**src/md_pkg.sv**
```systemverilog
`default_nettype none

package md_pkg;

    // ========================================
    // Fixed-point types
    // ========================================

    // Signed Q16.16 used for positions, forces and step sizes
    typedef logic signed [31:0] coord_t;
    typedef logic [5:0]         atom_idx_t;
    typedef logic [15:0]        iter_t;

    localparam int MAX_ATOMS = 64;

    // ========================================
    // Physics constants
    // ========================================

    // Annealing schedule of the step size
    localparam coord_t INITIAL_STEP   = 32'sh0000_0200;
    localparam coord_t COOLING_FACTOR = 32'sh0000_F000;

    // Largest move of one atom along one axis per iteration
    localparam coord_t MOVE_LIMIT = 32'sh0000_8000;

    // Spring constant shared by every bond
    localparam coord_t BOND_K = 32'sh0000_4000;

    typedef enum logic [2:0] {
        IDLE,
        CLEAR,
        BOND,
        BOND_DRAIN,
        APPLY,
        APPLY_DRAIN,
        COOL
    } md_state_e;

    // Q16.16 product, the arithmetic shift floors toward minus infinity
    function automatic coord_t q_mult(input coord_t a, input coord_t b);
        logic signed [63:0] prod;
        prod = 64'(a) * 64'(b);
        return coord_t'(prod[47:16]);
    endfunction

endpackage

`default_nettype wire

```
**src/md_ifs.sv**
```systemverilog
`timescale 1ns/10ps
`default_nettype none

// Combinational coordinate read port
interface coord_rd_if;
    import md_pkg::*;

    atom_idx_t addr;
    coord_t    x;
    coord_t    y;
    coord_t    z;

    modport client (output addr, input x, y, z);
    modport store  (input addr, output x, y, z);
endinterface


`default_nettype wire

```
**src/md_controller.sv**
```systemverilog
`timescale 1ns/10ps
`default_nettype none

module md_controller (
    input  wire                 clk,
    input  wire                 rst_n,
    input  wire                 start_i,
    input  md_pkg::iter_t       max_iters_i,
    input  md_pkg::atom_idx_t   num_atoms_i,
    coord_rd_if.client          pair_rd_a,
    coord_rd_if.client          pair_rd_b,
    coord_rd_if.client          upd_rd,
    output logic                clear_o,
    output logic                pair_go_o,
    output logic                apply_go_o,
    output logic                first_iter_o,
    output logic                cool_o,
    output logic                done_o,
    output md_pkg::iter_t       iter_count_o
);
    import md_pkg::*;

    md_state_e state;
    atom_idx_t pair_idx;
    atom_idx_t atom_idx;
    iter_t     iter_next;
    logic      pair_last;
    logic      atom_last;

    assign iter_next = iter_count_o + iter_t'(1);
    assign pair_last = (pair_idx == num_atoms_i - atom_idx_t'(2));
    assign atom_last = (atom_idx == num_atoms_i - atom_idx_t'(1));

    // ========================================
    // Iteration FSM
    // ========================================
    always_ff @(posedge clk or negedge rst_n) begin
        if (!rst_n) begin
            state        <= IDLE;
            pair_idx     <= '0;
            atom_idx     <= '0;
            iter_count_o <= '0;
            done_o       <= 1'b0;
        end else begin
            done_o <= 1'b0;
            case (state)
                IDLE: begin
                    if (start_i) begin
                        iter_count_o <= '0;
                        state        <= CLEAR;
                    end
                end
                CLEAR: begin
                    pair_idx <= '0;
                    state    <= BOND;
                end
                // Pairs (i, i+1) issued back to back
                BOND: begin
                    if (pair_last) begin
                        state <= BOND_DRAIN;
                    end else begin
                        pair_idx <= pair_idx + atom_idx_t'(1);
                    end
                end
                // Last bond force lands in the accumulators
                BOND_DRAIN: begin
                    atom_idx <= '0;
                    state    <= APPLY;
                end
                APPLY: begin
                    if (atom_last) begin
                        state <= APPLY_DRAIN;
                    end else begin
                        atom_idx <= atom_idx + atom_idx_t'(1);
                    end
                end
                APPLY_DRAIN: begin
                    state <= COOL;
                end
                COOL: begin
                    iter_count_o <= iter_next;
                    if (iter_next >= max_iters_i) begin
                        done_o <= 1'b1;
                        state  <= IDLE;
                    end else begin
                        state <= CLEAR;
                    end
                end
                default: begin
                    state <= IDLE;
                end
            endcase
        end
    end

    // Phase enables straight from the state
    assign clear_o      = (state == CLEAR);
    assign pair_go_o    = (state == BOND);
    assign apply_go_o   = (state == APPLY);
    assign cool_o       = (state == COOL);
    assign first_iter_o = (state == CLEAR) && (iter_count_o == '0);

    assign pair_rd_a.addr = pair_idx;
    assign pair_rd_b.addr = pair_idx + atom_idx_t'(1);
    assign upd_rd.addr    = atom_idx;

endmodule

`default_nettype wire

```
**src/flat_wrapper.sv**
```systemverilog
// flat-port wrapper written by rule: the top's interface ports become plain ports
module md_controller_flat import md_pkg::*;
  (clk, rst_n, start_i, max_iters_i, num_atoms_i, clear_o, pair_go_o, apply_go_o, first_iter_o, cool_o, done_o, iter_count_o, pair_rd_a_addr, pair_rd_a_x, pair_rd_a_y, pair_rd_a_z, pair_rd_b_addr, pair_rd_b_x, pair_rd_b_y, pair_rd_b_z, upd_rd_addr, upd_rd_x, upd_rd_y, upd_rd_z);
  coord_rd_if pair_rd_a_i ();
  coord_rd_if pair_rd_b_i ();
  coord_rd_if upd_rd_i ();
  input  wire clk;
  input  wire rst_n;
  input  wire start_i;
  input  md_pkg::iter_t max_iters_i;
  input  md_pkg::atom_idx_t num_atoms_i;
  output logic clear_o;
  output logic pair_go_o;
  output logic apply_go_o;
  output logic first_iter_o;
  output logic cool_o;
  output logic done_o;
  output md_pkg::iter_t iter_count_o;
  output wire logic [$bits(pair_rd_a_i.addr)-1:0] pair_rd_a_addr;
  input wire logic [$bits(pair_rd_a_i.x)-1:0] pair_rd_a_x;
  input wire logic [$bits(pair_rd_a_i.y)-1:0] pair_rd_a_y;
  input wire logic [$bits(pair_rd_a_i.z)-1:0] pair_rd_a_z;
  output wire logic [$bits(pair_rd_b_i.addr)-1:0] pair_rd_b_addr;
  input wire logic [$bits(pair_rd_b_i.x)-1:0] pair_rd_b_x;
  input wire logic [$bits(pair_rd_b_i.y)-1:0] pair_rd_b_y;
  input wire logic [$bits(pair_rd_b_i.z)-1:0] pair_rd_b_z;
  output wire logic [$bits(upd_rd_i.addr)-1:0] upd_rd_addr;
  input wire logic [$bits(upd_rd_i.x)-1:0] upd_rd_x;
  input wire logic [$bits(upd_rd_i.y)-1:0] upd_rd_y;
  input wire logic [$bits(upd_rd_i.z)-1:0] upd_rd_z;
  assign pair_rd_a_addr = pair_rd_a_i.addr;
  assign pair_rd_a_i.x = pair_rd_a_x;
  assign pair_rd_a_i.y = pair_rd_a_y;
  assign pair_rd_a_i.z = pair_rd_a_z;
  assign pair_rd_b_addr = pair_rd_b_i.addr;
  assign pair_rd_b_i.x = pair_rd_b_x;
  assign pair_rd_b_i.y = pair_rd_b_y;
  assign pair_rd_b_i.z = pair_rd_b_z;
  assign upd_rd_addr = upd_rd_i.addr;
  assign upd_rd_i.x = upd_rd_x;
  assign upd_rd_i.y = upd_rd_y;
  assign upd_rd_i.z = upd_rd_z;
  md_controller u_core (.clk(clk), .rst_n(rst_n), .start_i(start_i), .max_iters_i(max_iters_i), .num_atoms_i(num_atoms_i), .pair_rd_a(pair_rd_a_i), .pair_rd_b(pair_rd_b_i), .upd_rd(upd_rd_i), .clear_o(clear_o), .pair_go_o(pair_go_o), .apply_go_o(apply_go_o), .first_iter_o(first_iter_o), .cool_o(cool_o), .done_o(done_o), .iter_count_o(iter_count_o));
endmodule
```
**config.mk**
```make
export PLATFORM = sky130hd
export DESIGN_NAME = md_controller_flat
export DESIGN_NICKNAME = d
export VERILOG_FILES = /design/src/md_pkg.sv /design/src/md_ifs.sv /design/src/md_controller.sv /design/src/flat_wrapper.sv
export SDC_FILE = /design/constraint.sdc
export NUM_CORES = 1
export LEC_CHECK = 0
export BUFFER_PORTS_ARGS = -buffer_cell sky130_fd_sc_hd__buf_2
export CAP_MARGIN = 10
export CORE_AREA = 2 2 135 137
export DETAILED_ROUTE_END_ITERATION = 10
export DIE_AREA = 0 0 137 139
export GPL_ROUTABILITY_DRIVEN = 0
export SETUP_SLACK_MARGIN = 0.1
export SLEW_MARGIN = 10
export SYNTH_ARGS = -nofsm -noshare
export SYNTH_HDL_FRONTEND = slang
export SYNTH_SLANG_ARGS = --single-unit
```
**constraint.sdc**
```tcl
create_clock -name clk -period 3.3 [get_ports clk]
set_input_delay 0.165 -clock clk [delete_from_list [all_inputs] [get_ports clk]]
set_output_delay 0.165 -clock clk [all_outputs]
set_load 0.02 [all_outputs]
```
======== Word level (Yosys, flattened, before mapping) ========
Index checks and enable logic that the tools add are counted.
operators by class
  magnitude comparators ................... 1
  reductions and logical operators ........ 10
  $add $sub $neg .......................... 5
  equal/unequal tests ..................... 13
  muxes and demuxes ....................... 13
operators with widths
  kind                                                  count
  one-hot mux 16 bit (2 select lines)                   1
  one-hot mux 6 bit (2 select lines)                    2
  one-hot mux 3 bit (7 select lines)                    1
  adder 16 x 1 -> 16 bit (second input constant)        1
  >= comparator 16 bit                                  1
  logical NOT 16 bit                                    1
  two-way mux 16 bit                                    1
  adder 6 x 1 -> 6 bit (second input constant)          2
  equality test 6 bit                                   2
  two-way mux 6 bit                                     2
  equality test 3 bit (second input constant)           3
  two-way mux 3 bit                                     3
  equality test 3 x 2 -> 1 bit (second input constant)  2
  != test 2 bit (second input constant)                 3
  AND reduction 2 bit                                   3
  nonzero test 2 bit                                    3
  subtractor 6 x 1 -> 6 bit (second input constant)     1
  subtractor 6 x 2 -> 6 bit (second input constant)     1
  != test 2 x 1 -> 1 bit (second input constant)        2
  equality test 3 x 1 -> 1 bit (second input constant)  1
  logical NOT 3 bit                                     1
  two-way mux 1 bit                                     3
  AND reduction 3 bit                                   1
  logical AND 1 bit                                     1
word-level totals
  register bits after elaboration ......... 32

======== Depth between registers and ports, before layout ========
Gate-level depths: netlist (run 1).
  word-level depth ........................ 4
  gate-level depth with buffers ........... 14

======== Least setup slack after synthesis (run 1) ========
OpenSTA, ideal clock, no wires.
  path type ............................... flip-flop to flip-flop
  start point ............................. register u_core.iter_count_o[2]
  end point ............................... register u_core.state[0]
  cell stages (with the launch flop) ...... 14
  setup time .............................. 0.066 ns
  path slack .............................. 0.580 ns
  arrival time ............................ 2.654 ns
  cells stage by stage .................... dfrtp_1 -> and3_1 -> and4_1 -> buf_2 -> and3_1 -> buf_4 -> nand3_2 -> xnor2_1 -> ha_1 -> and4_1 -> a221oi_1 -> nor2_1 -> a31oi_1 -> and3_1
on the way
  cells in the longest elaborated chain, start to end .. 4
RTL lines
  item                                line                 RTL
  from (decl)                         md_controller.sv:19  output md_pkg::iter_t iter_count_o
  from (signal assigned)              md_controller.sv:81  iter_count_o <= iter_next;
  adder 16 x 1 -> 16 bit              md_controller.sv:30  assign iter_next = iter_count_o + iter_t'(1);
  >= comparator 16 bit                md_controller.sv:82  if (iter_next >= max_iters_i) begin
  two-way mux 1 bit                   md_controller.sv:82
  one-hot mux 3 bit (7 select lines)  md_controller.sv:46  case (state)
  to (signal assigned)                md_controller.sv:50  state <= CLEAR;
  to (signal assigned)                md_controller.sv:84  state <= IDLE;
  to (signal assigned)                md_controller.sv:86  state <= CLEAR;
  to (decl)                           md_controller.sv:23  md_state_e state;
Every way passes these cells.
A chain may end at the register's enable or synchronous reset.

======== Final worst setup path (run 1) ========
  start point ............................. register u_core.iter_count_o[3]
  end point ............................... register u_core.state[0]
The elaborated chain is that of the path after synthesis.

==> qor.yml, run 1 <==
hold_depth: 4
post_drt_via_cell_ratio: 3.96
dp_hpwl_mm: 5.57
yosys.area.top_type: "dfrtp_1"
drc_errors: 0
nFillCells: 2003
startpoint_type: "flip-flop"
clock_skew_ps: 2.38
hold-path-endpoint: "u_core.state[0]"
ios: 353
first_pass_iters: 4
status: "finished clean"
yosys.area_share.simple: 0.200
top_layer_used: "met4"
synthArstFlopShare: 1.00
min_path_type: "in2reg"
slew_viol_final: 0
grt_max_degree: 33
yosysMostFrequentCell: "dfrtp_1"
syn-num-nets: 630
rsz0062_at_grt: "no"
synth_mux_area_frac: 0.0161
place_inst: 579
worst_skew_pair.late_latency_ps: 280
clockBufferDepth: 2
final_util: 0.184
antenna_cells: 0
die_w_um: 137
cp_data_required_time_ps: 3520
crit_type: "reg2reg"
rows: 49
synth.area.top_cells: "dfrtp_1, ha_1, xnor2_1"
layout.nets: 694
vdd_drop_max_mv: 0.323
route.met2.wl_mm: 3.02
drt-met1-wl_mm: 3.53
synth.top_cells.by_count: "dfrtp_1, nand2_1, inv_1"
start_util: 0.141
coreArea_um2: 17700
min_from: "start_i"
reg2reg_to: "u_core.state[0]"
tightest_slew_ps: 794
synthXorXnorAreaFrac: 0.116
crit_chain: "and3_1 -> and4_1 -> and3_1 -> nand3_2 -> xnor2_1 -> ha_1 -> and4_1 -> a221oi_1 -> nor2_1 -> a31oi_2 -> and3_1"
cp_common_cell: "and3_1"
syn_area_um2: 2490
clkSlewWorstSetupHoldPaths_ps: 50
cts_tree: "yes"
drt_iter0_markers: 108
hold_violations: 0
max_stage_delay_ps: 470
synth_ff_type: "dfrtp_1"
syn_avg_cell_area_um2: 8.47
antenna_found_initial: 0
htree_levels: 2
vias: 2326
powerDensity_nw_per_um2: 566
tns_ps: 0
synthAdderAreaFrac: 0.116
avgRoutedWirePerCell_um: 12.2
die-area_um2: 19000
synth_top_family_by_area: "simple AND/OR/NAND/NOR gates"
grt_usage: 0.0750
ys_seq_area_frac: 0.321
synth.distinct_cells: 41
drv_cap: 0
ys_ff_latch: 32
root_buffer: "clkbuf_16"
grt_pass1_wl_mm: 11.1
synth_top_area_share: 0.321
syn_inst: 294
synth_warnings: 0
relSlewSlack: 0.470
arrival_ps: 3120
ant_nets: 0
period_needed_ps: 2900
worstPathMaxFanout: 6
regToRegStartpoint: "u_core.iter_count_o[3]"
areaGrowthSynthToFinish_pct: 30.3
synth_compound_area_frac: 0.167
fmax_ghz: 0.344
clock_sinks: 32
totalWireLength_mm: 7.20
min_period_over_period: 0.880
r2r_cells: 11
slowest_stage: "dfrtp_1"
drive_gt1_frac: 0.228
grt-ovfl-total: 0
first_global_vias: 2082
cts_made_buffers: 5
met3_length_um: 604
portBuffers: 64
setup_viol: 0
power_leakage_nw: 1.64
cp-end-kind: "flip-flop"
synth-edff-count: 0
r2r_slack_ps: 400
final_cells: 588
die_h_um: 139
==> power by group <==
| part | internal (mW) | switching (mW) |
|---|---|---|
| clock network | 0.301 | 0.169 |
| logic | 0.295 | 0.478 |
| registers | 0.462 | 0.132 |
==> layer usage <==
metal  vias to the layer above  track usage
met4                         0       0.0114
met3                         5       0.0230
met1                      1067        0.108
met5                         -            0
met2                        87        0.112
li1                       1167            -
==> through the flow <==
| stage | power (mW) | hold WS, ps | setup slack (ps) | instance area, µm² |
|---|---|---|---|---|
| detailed placement | 1.38 | 293 | 316 | 3080 |
| finish | 1.84 | 335 | 395 | 3250 |
| global route | 1.98 | 353 | 172 | 3250 |
| global placement | 1.37 | 293 | 309 | 3080 |
| CTS | 1.85 | 340 | 295 | 3240 |
| floorplan | 1.12 | -131 | 580 | 2490 |
==> placed cells by master (no fill, tap or decap), types with 2 or more instances in the layout <==
master     netlist  routed
buf_2            3      64
dfrtp_1         32      32
nand2_1         31      31
inv_1           25      25
o21ai_0         23      23
ha_1            23      23
xnor2_1         21      21
nand3_1         18      18
nor2_1          13      13
xor2_1          12      12
o31ai_1         10      10
a21oi_1          9       9
and3_1           7       7
buf_4            1       6
clkbuf_16        0       5
and4_1           4       4
nor3_1           4       4
nor4_1           4       4
a22o_1           4       4
mux2i_1          4       4
nand2b_1         4       4
a31oi_1          5       4
a21o_1           4       4
nand4_1          3       3
o211ai_1         3       3
nor3_2           2       2
nor3b_1          2       2
clkbuf_1         9       2
==> logic make-up after synthesis <==
| logic type | after synthesis |
|---|---|
| simple gates | 97 |
| flops | 32 |
| buf+inv | 40 |
| xor+xnor | 33 |
| compound gates | 65 |
| fa+ha+maj | 23 |
| mux | 4 |
==> worst max-delay path by stage <==
stage,from,endpoint,slack [ps],cells past startpoint
6_report,u_core.iter_count_o[3],u_core.state[0],400,11
3_5_place_dp,u_core.iter_count_o[3],u_core.state[0],320,11
2_1_floorplan,u_core.iter_count_o[2],u_core.state[0],580,13
3_3_place_gp,u_core.iter_count_o[3],u_core.state[0],310,11
4_1_cts,u_core.iter_count_o[3],u_core.state[0],290,11
5_1_grt,u_core.iter_count_o[3],u_core.state[0],170,11
==> sequential cells by signal, summed over array words and instances, names as in the netlist <==
signal	flops
u_core.iter_count_o	16
u_core.pair_rd_a.addr	6
u_core.upd_rd.addr	6
u_core.state	3
u_core.done_o	1
==> worst max-delay path: cells and delay by family, from the launching register on <==
kind | cells | cell delay (ps)
adder cells (fa/ha/maj) | 1 | 290
flip-flops | 1 | 470
AO/OA/AOI/OAI | 2 | 450
AND/OR/NAND/NOR | 7 | 1390
XOR/XNOR | 1 | 240
==> area by class of cell <==
| type | count | area, µm² | area share |
|---|---|---|---|
| Sequential cell | 32 | 801 | 0.247 |
| Inverter | 26 | 97.6 | 0.0301 |
| Tap cell | 229 | 287 | 0.0883 |
| Clock buffer | 8 | 146 | 0.0451 |
| Multi-Input combinational cell | 222 | 1540 | 0.474 |
| Timing Repair Buffer | 71 | 375 | 0.116 |
==> what timing repair did <==
item                       CTS  global route
hold buffers                 1             0
buffers inserted             0             0
hold endpoints to repair    16             0
setup endpoints to repair    0             1
resized for setup            0             1
No activity file was read; power rests on OpenSTA's default activity.
==> run 2: changes to the inputs <==
--- a/config.mk
+++ b/config.mk
@@ -11,6 +11,7 @@
 export DETAILED_ROUTE_END_ITERATION = 10
 export DIE_AREA = 0 0 137 139
 export GPL_ROUTABILITY_DRIVEN = 0
+export REMOVE_ABC_BUFFERS = 1
 export SETUP_SLACK_MARGIN = 0.1
 export SLEW_MARGIN = 10
 export SYNTH_ARGS = -nofsm -noshare
==> qor.yml, run 2 (same netlist as run 1, synthesis figures left out) <==
r2r_slack_ps: 430  # +30 ps
cts_made_buffers: 5  # unchanged
min_period_over_period: 0.870  # -0.0104
postCtsSetupBuffers: 0  # unchanged
min_path_type: "in2reg"
relSlewSlack: 0.480  # +0.00965
drv_cap: 0  # unchanged
status: "finished clean"
tns_ps: 0  # unchanged
layout.nets: 693  # -0.14%
clkSlewWorstSetupHoldPaths_ps: 50  # about the same
cp-end-kind: "flip-flop"
hold-path-endpoint: "u_core.state[0]"
vias: 2298  # -1.2%
rows: 49  # unchanged
fmax_ghz: 0.348  # +1.2%
grt-ovfl-total: 0  # unchanged
drc_errors: 0  # unchanged
hold_depth: 4  # unchanged
avgRoutedWirePerCell_um: 12.1  # -1.3%
clockBufferDepth: 2  # unchanged
coreArea_um2: 17700  # unchanged
hold_violations: 0  # unchanged
multi_input_comb_area_um2: 1540  # unchanged
final_common_cell: "buf_2"
powerDensity_nw_per_um2: 570  # +0.81%
antenna_found_initial: 0  # unchanged
die-area_um2: 19000  # unchanged
whs_ps: 307  # -28.0 ps
areaGrowthSynthToFinish_pct: 30.2  # about the same
die_h_um: 139  # unchanged
largest_register: "u_core.iter_count_o"
vdd_drop_max_mv: 0.255  # -21%
htree_levels: 2  # unchanged
min_from: "start_i"
final_util: 0.184  # about the same
first_global_vias: 2139  # +2.7%
grt_usage: 0.0764  # +0.00144
reg2reg_to: "u_core.state[0]"
cts_tree: "yes"
r2r_cells: 11  # unchanged
clock_skew_ps: 3.77  # +1.39 ps
slew_viol_final: 0  # unchanged
totalWireLength_mm: 7.08  # -1.6%
rsz0062_at_grt: "no"
tightest_slew_ps: 780  # -14.5 ps
antenna_cells: 0  # unchanged
worst_skew_pair.late_latency_ps: 280  # about the same
drt_iter0_markers: 100  # -7.4%
arrival_ps: 3080  # -40 ps
drive_gt1_frac: 0.230  # +0.00128
die_w_um: 137  # unchanged
dp_hpwl_mm: 5.61  # +0.68%
regToRegStartpoint: "u_core.iter_count_o[3]"
first_pass_iters: 4  # unchanged
portBuffers: 64  # unchanged
start_util: 0.141  # unchanged
root_buffer: "clkbuf_16"
worstPathMaxFanout: 6  # unchanged
power_leakage_nw: 1.64  # about the same
period_needed_ps: 2870  # -34.3 ps
grt_max_degree: 33  # unchanged
cp_data_required_time_ps: 3510  # about the same
crit_type: "reg2reg"
ant_nets: 0  # unchanged
ios: 353  # unchanged
post_drt_via_cell_ratio: 3.92  # -0.87%
setup_viol: 0  # unchanged
nFillCells: 1989  # -0.70%
clock_sinks: 32  # unchanged
seq_area_um2: 801  # unchanged
layout_common_cells: "buf_2, dfrtp_1, nand2_1"
startpoint_type: "flip-flop"
grt_pass1_wl_mm: 11.5  # +3.0%
largest_register_ffs: 16  # unchanged
run 2: cell type report:
| cell class | instances | area share |
|---|---|---|
| clock buffers | 7 | 0.0470 |
| inverters | 26 | 0.0301 |
| multi-input cells | 222 | 0.474 |
| flip-flops and latches | 32 | 0.247 |
| well taps | 229 | 0.0883 |
| repair buffers | 70 | 0.113 |
run 2: power breakdown:
part           internal, mW  leakage [nW]  switching (mW)
Clock                 0.316        0.0760           0.167
Combinational         0.296          1.13           0.478
Sequential            0.462         0.436           0.132
run 2: how the worst max path moves through the flow:
stage | cells past startpoint | start | to | slack (ps)
6_report | 11 | u_core.iter_count_o[3] | u_core.state[0] | 430
5_1_grt | 12 | u_core.iter_count_o[3] | u_core.state[0] | 160
4_1_cts | 11 | u_core.iter_count_o[3] | u_core.state[0] | 330
3_5_place_dp | 11 | u_core.iter_count_o[3] | u_core.state[0] | 350
3_3_place_gp | 11 | u_core.iter_count_o[3] | u_core.state[0] | 350
2_1_floorplan | 11 | u_core.iter_count_o[2] | u_core.state[0] | 600
run 2: worst max-delay path, cell delays in order, from the launching register on:
cell and delay (ps):
dfrtp_1 470, and3_1 240, and4_1 240, and3_1 290, nand3_2 120, xnor2_1 220
ha_1 280, and4_1 230, a221oi_1 260, nor2_1 80, a31oi_2 200, and3_1 180
run 2: layer usage:
| metal | vias up | part of all wire | GRT usage |
|---|---|---|---|
| met5 | - | 0 | 0 |
| met4 | 0 | 0.0040 | 0.0130 |
| met2 | 73 | 0.42 | 0.114 |
| met3 | 5 | 0.065 | 0.0212 |
| met1 | 1065 | 0.51 | 0.111 |
| li1 | 1155 | - | - |
run 2: per-stage QoR:
step | power (mW) | worst slack [ps] | instances | area, µm²
after global placement | 1.37 | 351 | 578 | 3080
final | 1.85 | 430 | 586 | 3240
after CTS | 1.87 | 329 | 586 | 3240
after detailed placement | 1.38 | 351 | 578 | 3080
after floorplan | 1.09 | 601 | 280 | 2430
after global routing | 2.00 | 156 | 586 | 3240
run 2: repair_timing:
| item | CTS | global route |
|---|---|---|
| hold endpoints to repair | 16 | 0 |
| gates resized for setup | 0 | 1 |
| hold buffers | 1 | 0 |
| endpoints found under the setup margin | 0 | 1 |
==> run 3: changes to the inputs <==
--- a/config.mk
+++ b/config.mk
@@ -5,11 +5,13 @@
 export SDC_FILE = /design/constraint.sdc
 export NUM_CORES = 1
 export LEC_CHECK = 0
+export ABC_AREA = 1
 export BUFFER_PORTS_ARGS = -buffer_cell sky130_fd_sc_hd__buf_2
 export CAP_MARGIN = 10
-export CORE_AREA = 2 2 135 137
+export CORE_AREA = 2 2 137 139
+export CTS_CLUSTER_SIZE = 40
 export DETAILED_ROUTE_END_ITERATION = 10
-export DIE_AREA = 0 0 137 139
+export DIE_AREA = 0 0 139 141
 export GPL_ROUTABILITY_DRIVEN = 0
 export REMOVE_ABC_BUFFERS = 1
 export SETUP_SLACK_MARGIN = 0.1
==> constraint.sdc (replaced) <==
create_clock -name clk -period 3.1 [get_ports clk]
set_input_delay 0.155 -clock clk [delete_from_list [all_inputs] [get_ports clk]]
set_output_delay 0.155 -clock clk [all_outputs]
set_load 0.02 [all_outputs]
==> qor.yml, run 3 <==
status: "finished clean"
largest_register_ffs: 16  # unchanged
startpoint_type: "flip-flop"
powerDensity_nw_per_um2: 529  # -7.3%
largest_register: "u_core.iter_count_o"
min_period_over_period: 0.846  # -0.0241
p_clk_frac: 0.268  # +0.007
place_inst: 689  # +19%
clockBufferDepth: 2  # unchanged
synthArstFlopShare: 1.00  # unchanged
p_int_mw: 1.04  # -3.1%
areaGrowthSynthToFinish_pct: 28.2
ant_nets: 0  # unchanged
ys_seq_area_frac: 0.292  # -0.0291
clock_skew_ps: 4.34  # +0.566 ps
die_h_um: 141  # +1.4%
avgRoutedWirePerCell_um: 11.2  # -7.5%
yosysMostFrequentCell: "nand2_1"
synth_top_area_share: 0.292  # -0.0291
layout_common_cells: "nand2_1, inv_1, buf_2"
min_from: "start_i"
arrival_ps: 2790  # -290 ps
worstPathMaxFanout: 5  # -1
nFillCells: 2100  # +5.6%
cp-startpoint: "u_core.iter_count_o[0]"
drv_cap: 0  # unchanged
grt-ovfl-total: 0  # unchanged
cts_tree: "yes"
hold_depth: 5  # +1
fmax_ghz: 0.381  # +9.5%
syn_inst: 391  # +33%
die_w_um: 139  # +1.5%
r2r_cells: 17  # +6
hold-path-endpoint: "u_core.state[0]"
tightest_slew_ps: 778  # -1.67 ps
setup_viol: 0  # unchanged
coreArea_um2: 18300  # +3.5%
syn_area_um2: 2740  # +9.9%
clkSlewWorstSetupHoldPaths_ps: 50  # about the same
regToRegStartpoint: "u_core.iter_count_o[0]"
vias: 2607  # +13%
rsz0062_at_grt: "no"
synth.distinct_cells: 31  # -24%
netSwitchingPower_mw: 0.816  # +5.0%
drc_errors: 0  # unchanged
synth_warnings: 0  # unchanged
grt_usage: 0.0813  # +0.00491
synth_ff_type: "dfrtp_1"
syn_avg_cell_area_um2: 7.00  # -17%
clock_sinks: 32  # unchanged
r2r_slack_ps: 480  # +50 ps
grt_max_degree: 33  # unchanged
slew_viol_final: 0  # unchanged
root_buffer: "clkbuf_16"
htree_levels: 2  # unchanged
pwr-share-comb: 0.418  # about the same
relSlewSlack: 0.481  # +0.00111
postCtsSetupBuffers: 0  # unchanged
drt_iter0_markers: 92  # -8.0%
antenna_found_initial: 0  # unchanged
portBuffers: 64  # unchanged
worst_skew_pair.late_latency_ps: 280  # about the same
cts_made_buffers: 5  # unchanged
final_cells: 698  # +19%
totalWireLength_mm: 7.80  # +10%
dp_hpwl_mm: 6.36  # +13%
rows: 50  # +2.0%
die-area_um2: 19600  # +2.9%
ys_ff_latch: 32  # unchanged
min_path_type: "in2reg"
cp-end-kind: "flip-flop"
cp_data_required_time_ps: 3270  # -240 ps
synth-edff-count: 0  # unchanged
reg2reg_to: "u_core.state[0]"
final_common_cell: "nand2_1"
post_drt_via_cell_ratio: 3.73  # -4.8%
ios: 353  # unchanged
layout.nets: 799  # +15%
vdd_drop_max_mv: 0.242  # -5.0%
power_leakage_nw: 1.93  # +18%
tns_ps: 0  # unchanged
yosys.area.top_type: "dfrtp_1"
hold_violations: 0  # unchanged
synth.top_cells.by_count: "nand2_1, inv_1, dfrtp_1"
first_pass_iters: 4  # unchanged
swShare: 0.440  # +0.0197
period_needed_ps: 2620  # -249 ps
synth.area.top_cells: "dfrtp_1, nand2_1, ha_1"
first_global_vias: 2530  # +18%
drive_gt1_frac: 0.248  # +0.0182
antenna_cells: 0  # unchanged
power_frac_seq: 0.314  # -0.007
start_util: 0.150  # +0.00885
crit_type: "reg2reg"
grt_pass1_wl_mm: 12.8  # +12%
-- run 3: per-stage QoR --
stage                     hold WS, ps  instance area, µm²  utilization  setup WS, ps  total power [mW]
after floorplan                  -141                2720            -           696              1.10
after global placement            284                3350        0.184           470              1.37
after detailed placement          282                3350        0.184           462              1.38
after CTS                         225                3510        0.192           438              1.89
after global routing              255                3510        0.192           199              2.00
final                             226                3510        0.192           479              1.86
-- run 3: cell type report --
type / count / area (µm²) / area share
clock buffer: 8 / 146 / 0.0417
sequential: 32 / 801 / 0.228
inverter: 80 / 300 / 0.0855
multi-input combinational: 276 / 1620 / 0.461
timing repair buffer: 68 / 353 / 0.100
tap: 234 / 293 / 0.0834
-- run 3: power groups by stage --
stage	Sequential, mW	Combinational, mW	Clock [mW]
floorplan	0.615	0.483	0
global placement	0.590	0.781	0
detailed placement	0.592	0.791	0
CTS	0.587	0.798	0.507
global route	0.600	0.871	0.526
finish	0.583	0.777	0.497
-- run 3: worst max-delay path, cell delays in order (launching register included) --
cell and delay (ps):
dfrtp_1 400, inv_1 110, nor3_2 230, nand2_2 120, nor2_4 150, nand2_2 80, nor2_1 90, nand2_1 60
and2_1 160, ha_1 280, nand2_1 80, nor4_1 240, buf_4 170, nand2_1 50, nand3_1 130, nand2_1 60
inv_1 50, nor2_1 40
-- run 3: worst max-delay path by stage --
stage / slack (ps) / end
detailed placement: 460 / u_core.state[0]
global placement: 470 / u_core.state[0]
global route: 200 / u_core.state[0]
CTS: 440 / u_core.state[0]
floorplan: 700 / u_core.state[0]
finish: 480 / u_core.state[0]
-- run 3: what timing repair did --
item / 4_1_cts / 5_1_grt
hold buffers: 1 / 0
gates resized for setup: 0 / 0
hold endpoints to repair: 10 / 0
-- run 3: cell families (layout without fill, tap and decap cells) --
| logic type | count (synthesis) | in the layout | synth area share |
|---|---|---|---|
| xor+xnor | 17 | 17 | 0.0571 |
| fa+ha+maj | 23 | 23 | 0.105 |
| flops | 32 | 32 | 0.292 |
| buf+inv | 83 | 156 | 0.117 |
| compound gates | 44 | 44 | 0.0955 |
| simple gates | 192 | 192 | 0.333 |
-- run 3: per-layer routing --
| layer | global-route usage | up-vias | share of wire |
|---|---|---|---|
| li1 | - | 1390 | - |
| met1 | 0.105 | 1161 | 0.49 |
| met2 | 0.140 | 50 | 0.46 |
| met3 | 0.0197 | 6 | 0.045 |
| met4 | 0.0144 | 0 | 0.0056 |
| met5 | 0 | - | 0 |
